File: src/design/rv_isa_pkg.sv
// rv32i subset encodings and core types shared by the processor blocks
package rv_isa_pkg;

    typedef logic [31:0] word_t;
    typedef logic [31:0] instr_t;
    typedef logic [4:0] reg_sel_t;
    typedef logic [2:0] funct3_t;
    typedef logic [9:0] op_funct_t;

    localparam int NUM_REGS = 32;

    // major opcodes, instr[6:0]
    typedef enum logic [6:0] {
        OPIMM  = 7'b0010011,
        LOAD   = 7'b0000011,
        STORE  = 7'b0100011,
        BRANCH = 7'b1100011,
        OP     = 7'b0110011,
        LUI    = 7'b0110111,
        AUIPC  = 7'b0010111
    } opcode_e;

    localparam funct3_t ADDI = 3'b000;
    localparam funct3_t BEQ  = 3'b000;
    localparam funct3_t BNE  = 3'b001;

    // OP functions as {funct7, funct3}
    localparam op_funct_t ADD  = 10'b0000000_000;
    localparam op_funct_t SUB  = 10'b0100000_000;
    localparam op_funct_t SLL  = 10'b0000000_001;
    localparam op_funct_t SLT  = 10'b0000000_010;
    localparam op_funct_t SLTU = 10'b0000000_011;
    localparam op_funct_t XOR  = 10'b0000000_100;
    localparam op_funct_t SRL  = 10'b0000000_101;
    localparam op_funct_t SRA  = 10'b0100000_101;
    localparam op_funct_t OR   = 10'b0000000_110;
    localparam op_funct_t AND  = 10'b0000000_111;
    // rv32m multiply, low word only
    localparam op_funct_t MUL  = 10'b0000001_000;

    typedef enum logic [1:0] {
        FETCH,
        EXEC,
        MEM,
        HALTED
    } core_state_e;

endpackage

File: src/design/soc_bus_pkg.sv
// internal memory bus types, address map and ram sizing for the soc
package soc_bus_pkg;

    typedef logic [31:0] addr_t;

    localparam int RAM_WORDS = 1024;

    // word index into the ram, taken from addr[11:2]
    typedef logic [$clog2(RAM_WORDS)-1:0] ram_idx_t;

    // store-only mmio locations seen by the core
    localparam addr_t OUT_ADDR  = 32'd1000;
    localparam addr_t HALT_ADDR = 32'd1004;

    // held by the requester until ack
    typedef struct packed {
        logic                req;
        logic                we;
        addr_t               addr;
        rv_isa_pkg::word_t   wdata;
    } mem_req_t;

    // ack is a single-cycle pulse, rdata valid with it
    typedef struct packed {
        logic                ack;
        rv_isa_pkg::word_t   rdata;
    } mem_rsp_t;

endpackage

File: src/design/mem_arbiter.sv
// fixed priority arbiter for the shared ram, host port ahead of the core
`timescale 1ns/100ps

module mem_arbiter (
    input  logic                  clk,
    input  logic                  rst,
    input  soc_bus_pkg::mem_req_t host_req,
    output soc_bus_pkg::mem_rsp_t host_rsp,
    input  soc_bus_pkg::mem_req_t core_req,
    output soc_bus_pkg::mem_rsp_t core_rsp,
    output soc_bus_pkg::mem_req_t ram_req,
    input  soc_bus_pkg::mem_rsp_t ram_rsp
);
    typedef enum logic [1:0] {
        IDLE,
        HOST,
        CORE
    } owner_e;

    owner_e owner;
    logic   grant_host;
    logic   grant_core;

    // idle grants straight away so an idle ram acks after one cycle
    always_comb begin
        grant_host = 1'b0;
        grant_core = 1'b0;
        case (owner)
            IDLE: begin
                grant_host = host_req.req;
                grant_core = !host_req.req && core_req.req;
            end
            HOST:    grant_host = 1'b1;
            CORE:    grant_core = 1'b1;
            default: grant_host = 1'b0;
        endcase
    end

    always_comb begin
        ram_req = '0;
        if (grant_host) begin
            ram_req = host_req;
        end else if (grant_core) begin
            ram_req = core_req;
        end
    end

    // grant stays locked until the owner's ack
    always_ff @(posedge clk or posedge rst) begin
        if (rst) begin
            owner <= IDLE;
        end else begin
            case (owner)
                IDLE: begin
                    if (grant_host) begin
                        owner <= HOST;
                    end else if (grant_core) begin
                        owner <= CORE;
                    end
                end
                default: begin
                    if (ram_rsp.ack) begin
                        owner <= IDLE;
                    end
                end
            endcase
        end
    end

    assign host_rsp.ack   = ram_rsp.ack && (owner == HOST);
    assign host_rsp.rdata = ram_rsp.rdata;
    assign core_rsp.ack   = ram_rsp.ack && (owner == CORE);
    assign core_rsp.rdata = ram_rsp.rdata;

endmodule

File: config.mk
export PLATFORM = sky130hd
export DESIGN_NAME = mem_arbiter
export DESIGN_NICKNAME = d
export VERILOG_FILES = /design/src/design/rv_isa_pkg.sv /design/src/design/soc_bus_pkg.sv /design/src/design/mem_arbiter.sv
export SDC_FILE = /design/constraint.sdc
export NUM_CORES = 1
export LEC_CHECK = 0
export ABC_CLOCK_PERIOD_IN_PS = 2130
export BUFFER_PORTS_ARGS = -buffer_cell sky130_fd_sc_hd__buf_2
export CORE_AREA = 3 3 116 118
export CTS_BUF_LIST = sky130_fd_sc_hd__clkbuf_8
export DETAILED_ROUTE_END_ITERATION = 16
export DIE_AREA = 0 0 119 121
export GPL_TIMING_DRIVEN = 0
export MAX_ROUTING_LAYER = met4
export SLEW_MARGIN = 20
export SYNTH_ARGS = -nofsm -noshare
export SYNTH_HDL_FRONTEND = slang
export SYNTH_SLANG_ARGS = --single-unit
File: constraint.sdc
create_clock -name clk -period 2.13 [get_ports clk]
set_input_delay 0.1065 -clock clk [delete_from_list [all_inputs] [get_ports clk]]
set_output_delay 0.1065 -clock clk [all_outputs]
set_load 0.05 [all_outputs]
Word-level counts from Yosys, hierarchy flattened:

Index checks and enable logic that the tools add are counted.

* flip-flop bits (word level): 2
* output and inout port bits: 132

* equal/unequal tests: 3
* multiplexer cells: 8
* reduce and logical (&&, ||, !) cells: 7

Operators by type and width (count)
* $mux W66: 2
* $mux W2: 4
* $pmux W1 S2: 2
* $logic_and A1 B1 Y1: 3
* $ne A3 B3 Y1 const B: 1
* $eq A2 B1 Y1 const B: 1
* $eq A2 B2 Y1 const B: 1
* $logic_not A2 Y1: 1
* $reduce_and A2 Y1: 1
* $reduce_bool A2 Y1: 1
* $logic_not A1 Y1: 1

Logic depth before layout (Yosys ltp):

Gate-level depths: netlist of the first run.

* depth in word-level cells: 6
* mapped depth: 5

Worst setup path before layout of the first run:

OpenSTA, ideal clock, no wires.

* path kind: register to output
* start: register owner[1]
* end: output core_rsp[32] (netlist name)
* data arrival time: 1.608 ns
* data required time: 2.024 ns
* setup slack: 0.416 ns
* stages on the path, launching flop included: 3
* path through: dfrtp_1 inv_1 nor3b_1

RTL lines
* start, declared: line mem_arbiter.sv:20 `owner_e owner;`
* start signal, assigned: line mem_arbiter.sv:51 `owner <= IDLE;`
* start signal, assigned: line mem_arbiter.sv:56 `owner <= HOST;`
* start signal, assigned: line mem_arbiter.sv:58 `owner <= CORE;`
* end, declared: line mem_arbiter.sv:10 `output soc_bus_pkg::mem_rsp_t core_rsp,`

==> flow_summary.yaml, run 1 <==
timing:
  min_period_ps: 1830
  slew_violations: 0
  slew_headroom: 0.817
  clock_skew_ps: 2.58
  tightest_slew_ps: 277
  setup_viol: 0
  max_freq_mhz: 545
  tns_ps: 0
  rsz0062_at_grt: "no"
  holdWs_ps: 111
  post-route-period-util: 0.861
  finalHoldViolCount: 0
synth:
  yosysUniqueCellTypes: 15
  synthCells: 159
  synth_top_area_share: 0.431
  synth.yosys.seq_area_share: 0.0379
  yosys.area.top_type: "a22o_1"
  synth_nets: 326
  synth_area_um2: 1320
  yosysWarnings: 0
  avgSynthCellArea_um2: 8.30
  synth_area_leaders: "a22o_1 43%, buf_4 38%, buf_6 8.5%"
  ys_seq_elements: 2
worst_setup_path:
  path_max_fanout: 10
  path_delay_family: "buffers and inverters"
  cpMaxStageDelayCell: "dfrtp_1"
  end_kind: "output pin"
  worstPathCellList: "inv_1 > a21oi_2 > buf_4 > buf_6 > a22o_1 > buf_2"
  cp-start-kind: "flop"
  worstPathArrival_ps: 1730
  cp_num_buf_inv: 4
  required_ps: 2020
  setup.worst_path.class: "flop to output pin"
  critical_path.max_stage_delay_ps: 350
drt:
  routed-wl-met2_mm: 3.76
  wl_met3_um: 807
  dr.pass1.iters: 4
  wirelength_mm: 7.16
  num_vias: 2159
  drc_errors: 0
  postRouteAntennaNets: 0
  wl_per_cell_um: 11.9
  wl_met1_mm: 2.52
  highest_layer: "met4"
  via_per_inst: 3.59
  drt_iter0_drc: 15
grt:
  grt_use_total: 0.0858
  antenna_found_initial: 0
  gr-total-overflow: 0
  grt_max_degree: 11
  grt_first_pass_wirelength_mm: 9.62
  grt_pass1_vias: 1943
cts:
  cts_tree: "done"
  clkTransAtPathRegs_ps: 30
  cts_root_buf: "clkbuf_8"
  cts_htree_levels: 1
  clockBufferDepth: 2
  clkSinkCount: 2
  cts_buffers: 3
  clk_latency_ps: 210
floorplanning:
  coreArea_um2: 12600
  fp.dieH_um: 121
  ioPinCount: 299
  rows: 41
  die-area_um2: 14400
  initial_core_util: 0.105
  die_w_um: 119
layout:
  drive_above_1_share: 0.814
  syn2layout_area_growth_pct: 121
  layout_commonest_cell: "buf_2"
  largest_register_ffs: 2
  multiInputGateArea_um2: 641
  fillCellCount: 1401
  antenna_cells: 0
  largest_register: "owner"
  reg_top3: "owner x2"
  final_cell_mix: "268 x buf_2, 66 x buf_4, 65 x a22o_1"
  final_util: 0.232
  regArea_um2: 50.0
  nets: 598
placed_design:
  io_buffers: 266
  dpl.hpwl_mm: 6.37
  gp_congestion: 0.735
run_status:
  status: "completed"
flow_run:
  drv_cap: 0
power:
  p_per_area_nw_per_um2: 718
  peakVddDrop_mv: 0.226
  p_leak_nw: 1.85
min_path:
  hold_path_class: "input pin to flop"
-- timing repair --
action                    in CTS  in global routing
hold buffers                   1                  0
hold endpoints to repair       2                  0
setup buffers                  0                  0
resized for setup              0                  0
-- layout make-up --
cell class	count	area share
buffer	78	0.212
inverter	3	0.00386
timing repair buffer	267	0.460
sequential	2	0.0172
tap	172	0.0738
clock buffer	3	0.0142
multi-input combinational	76	0.220
-- logic make-up (layout without fill, tap and decap cells) --
family | count (synthesis) | after routing | share of synthesized area
buffers and inverters | 81 | 351 | 0.477
AOI/OAI and AO/OA | 67 | 67 | 0.442
and+or+nand+nor | 7 | 7 | 0.0284
muxes | 2 | 2 | 0.0152
DFF | 2 | 2 | 0.0379
-- worst paths after layout --
kind | slack (ps) | to | start | depth (start not counted)
max reg2reg | 1240 | owner[1] | owner[0] | 3
min | 110 | owner[1] | ram_rsp[32] | 2
max in group asynchronous | 1730 | owner[0] | rst | 3
min reg2reg | 590 | owner[0] | owner[0] | 1
max | 300 | ram_req[58] | owner[1] | 6
min in group asynchronous | 290 | owner[1] | rst | 3
-- metal layers --
layer,track usage,up-vias
met5,-,-
met4,0.0224,0
met3,0.0182,9
met2,0.164,179
met1,0.0889,899
li1,-,1072
-- cell usage after synthesis --
library cell / n
mux2i_1: 2
buf_4: 66
dfrtp_1: 2
nand2_1: 2
inv_1: 3
a22o_1: 65
a21oi_2: 1
buf_6: 10
and3_1: 1
nor2_1: 1
nor3b_1: 1
nor2_2: 1
buf_2: 2
o21ai_0: 1
nand2b_1: 1
-- power by group --
part / internal [W] / leakage (nW) / total (W) / switching, W
registers: 0.0000437 / 0.0250 / 0.0000509 / 0.00000716
clock network: 0.000120 / 0.0216 / 0.000151 / 0.0000316
logic: 0.000561 / 1.81 / 0.00189 / 0.00133
total: 0.000725 / 1.85 / 0.00209 / 0.00137
-- stage by stage --
step | std cells | total power, W | area (um^2) | setup slack [ps]
2_1_floorplan | 159 | 0.00150 | 1320 | 416
3_3_place_gp | 597 | 0.00196 | 2870 | 433
3_5_place_dp | 597 | 0.00196 | 2870 | 470
4_1_cts | 601 | 0.00212 | 2920 | 238
5_1_grt | 601 | 0.00220 | 2920 | 129
6_report | 601 | 0.00209 | 2920 | 296
(Power assumes the default switching activity.)
==> inputs of run 2 (changes only) <==
--- a/config.mk
+++ b/config.mk
@@ -13,6 +13,7 @@
 export DIE_AREA = 0 0 119 121
 export GPL_TIMING_DRIVEN = 0
 export MAX_ROUTING_LAYER = met4
+export REMOVE_ABC_BUFFERS = 1
 export SLEW_MARGIN = 20
 export SYNTH_ARGS = -nofsm -noshare
 export SYNTH_HDL_FRONTEND = slang
==> run 2 against run 1 <==
Hold slack improved by 12 ps. Total power is 18% lower. Clock skew decreased by 0.56 ps. Global-route usage grew 1.1 points. Critical endpoint is now ram_req[15]. Sequential share of layout area grew 0.64 points.
==> flow_summary.yaml, run 2 (synthesis results as in run 1) <==
grt:
  grt_pass1_vias: 1680
  grt_use_total: 0.0970
  grt_first_pass_wirelength_mm: 10.1
  grt_max_degree: 34
  gr-total-overflow: 0
  antenna_found_initial: 0
timing:
  post-route-period-util: 0.927
  slew_headroom: 0.667
  setup_viol: 0
  min_period_ps: 1970
  slew_violations: 0
  finalHoldViolCount: 0
  holdWs_ps: 123
  max_freq_mhz: 507
  clock_skew_ps: 2.01
  rsz0062_at_grt: "no"
  tightest_slew_ps: 498
layout:
  reg_top3: "owner x2"
  drive_above_1_share: 0.729
  final_cell_mix: "202 x buf_2, 65 x a22o_1, 3 x inv_1, 3 x clkbuf_8, 3 x buf_4"
  layout_commonest_cell: "buf_2"
  largest_register: "owner"
  nets: 464
  syn2layout_area_growth_pct: 60.7
  largest_register_ffs: 2
  antenna_cells: 0
  final_area_um2: 2120
worst_setup_path:
  path_delay_family: "buffers and inverters"
  cp_num_buf_inv: 4
  cpMaxStageDelayCell: "dfrtp_1"
  cp-start-kind: "flop"
  r2r-end: "owner[1]"
  path_max_fanout: 27
  required_ps: 2020
  worstPathArrival_ps: 1870
  reg2reg_depth: 3
  reg2reg_slack_ps: 910
  end_kind: "output pin"
  critical_path.max_stage_delay_ps: 470
  setup.worst_path.class: "flop to output pin"
  worstPathCellList: "inv_1 > a21oi_4 > buf_4 > buf_16 > a22o_1 > buf_2"
  r2r_start: "owner[0]"
floorplanning:
  ioPinCount: 299
  die-area_um2: 14400
  die_w_um: 119
  fp.dieH_um: 121
  initial_core_util: 0.105
  rows: 41
  coreArea_um2: 12600
cts:
  cts_buffers: 3
  cts_htree_levels: 1
  cts_tree: "done"
  clockBufferDepth: 2
  clkSinkCount: 2
  clkTransAtPathRegs_ps: 30
  cts_root_buf: "clkbuf_8"
  clk_latency_ps: 210
power:
  p_leak_nw: 1.28
  power_w: 0.00171
  p_per_area_nw_per_um2: 805
  peakVddDrop_mv: 0.400
min_path:
  min_from: "ram_rsp[32]"
  min_to: "owner[1]"
  holdPathStages: 2
  hold_path_class: "input pin to flop"
drt:
  postRouteAntennaNets: 0
  wl_per_cell_um: 16.7
  via_per_inst: 3.85
  dr.pass1.iters: 4
  drt_iter0_drc: 63
  drc_errors: 0
  num_vias: 1799
  wirelength_mm: 7.79
placed_design:
  gp_congestion: 0.677
  io_buffers: 202
  dpl.hpwl_mm: 6.55
  dpl_cell_area_um2: 2020
run_status:
  status: "completed"
flow_run:
  drv_cap: 0
[run 2: final cells by class]
class	count	area [um^2]
fill	1429	10400
clock buffer	3	41.3
inverter	3	11.3
multi-input combinational	77	664
sequential	2	50.0
timing repair buffer	210	1140
tap	172	215
[run 2: stage by stage]
| stage | setup TNS (ps) | cells | utilization | setup slack [ps] |
|---|---|---|---|---|
| floorplan | -31030 | 81 | - | -477 |
| global placement | -82110 | 455 | 0.153 | -1360 |
| detailed placement | 0 | 458 | 0.160 | 115 |
| CTS | 0 | 463 | 0.165 | 1.14 |
| global route | 0 | 467 | 0.169 | 75.0 |
| finish | 0 | 467 | 0.169 | 156 |
[run 2: how the worst max path moves through the flow]
| stage | start | end | slack (ps) | cells past startpoint |
|---|---|---|---|---|
| 3_5_place_dp | owner[0] | ram_req[15] | 120 | 5 |
| 4_1_cts | owner[1] | ram_req[30] | 1 | 5 |
| 2_1_floorplan | owner[1] | ram_req[0] | -480 | 3 |
| 6_report | owner[1] | ram_req[15] | 160 | 6 |
| 5_1_grt | owner[1] | ram_req[5] | 80 | 6 |
| 3_3_place_gp | owner[1] | ram_req[30] | -1360 | 4 |
[run 2: per-layer routing]
| metal | vias to the layer above | global-route usage | part of all wire |
|---|---|---|---|
| met3 | 0 | 0.105 | 0.25 |
| met5 | - | - | 0 |
| met2 | 225 | 0.119 | 0.37 |
| li1 | 807 | - | - |
| met4 | 0 | 0.00869 | 0 |
| met1 | 767 | 0.109 | 0.38 |
[run 2: power breakdown]
group	switching, W	total (W)	internal (W)	leakage, nW
Clock	0.0000282	0.000148	0.000119	0.0216
Combinational	0.00106	0.00150	0.000447	1.23
Sequential	0.0000118	0.0000555	0.0000436	0.0250
[run 2: what timing repair did]
action | CTS | global route
pin swaps | 1 | 2
hold endpoints to repair | 2 | 0
hold buffers | 1 | 0
buffers inserted | 0 | 4
setup endpoints to repair | 33 | 57
gates cloned | 1 | 0
gates resized for setup | 0 | 1
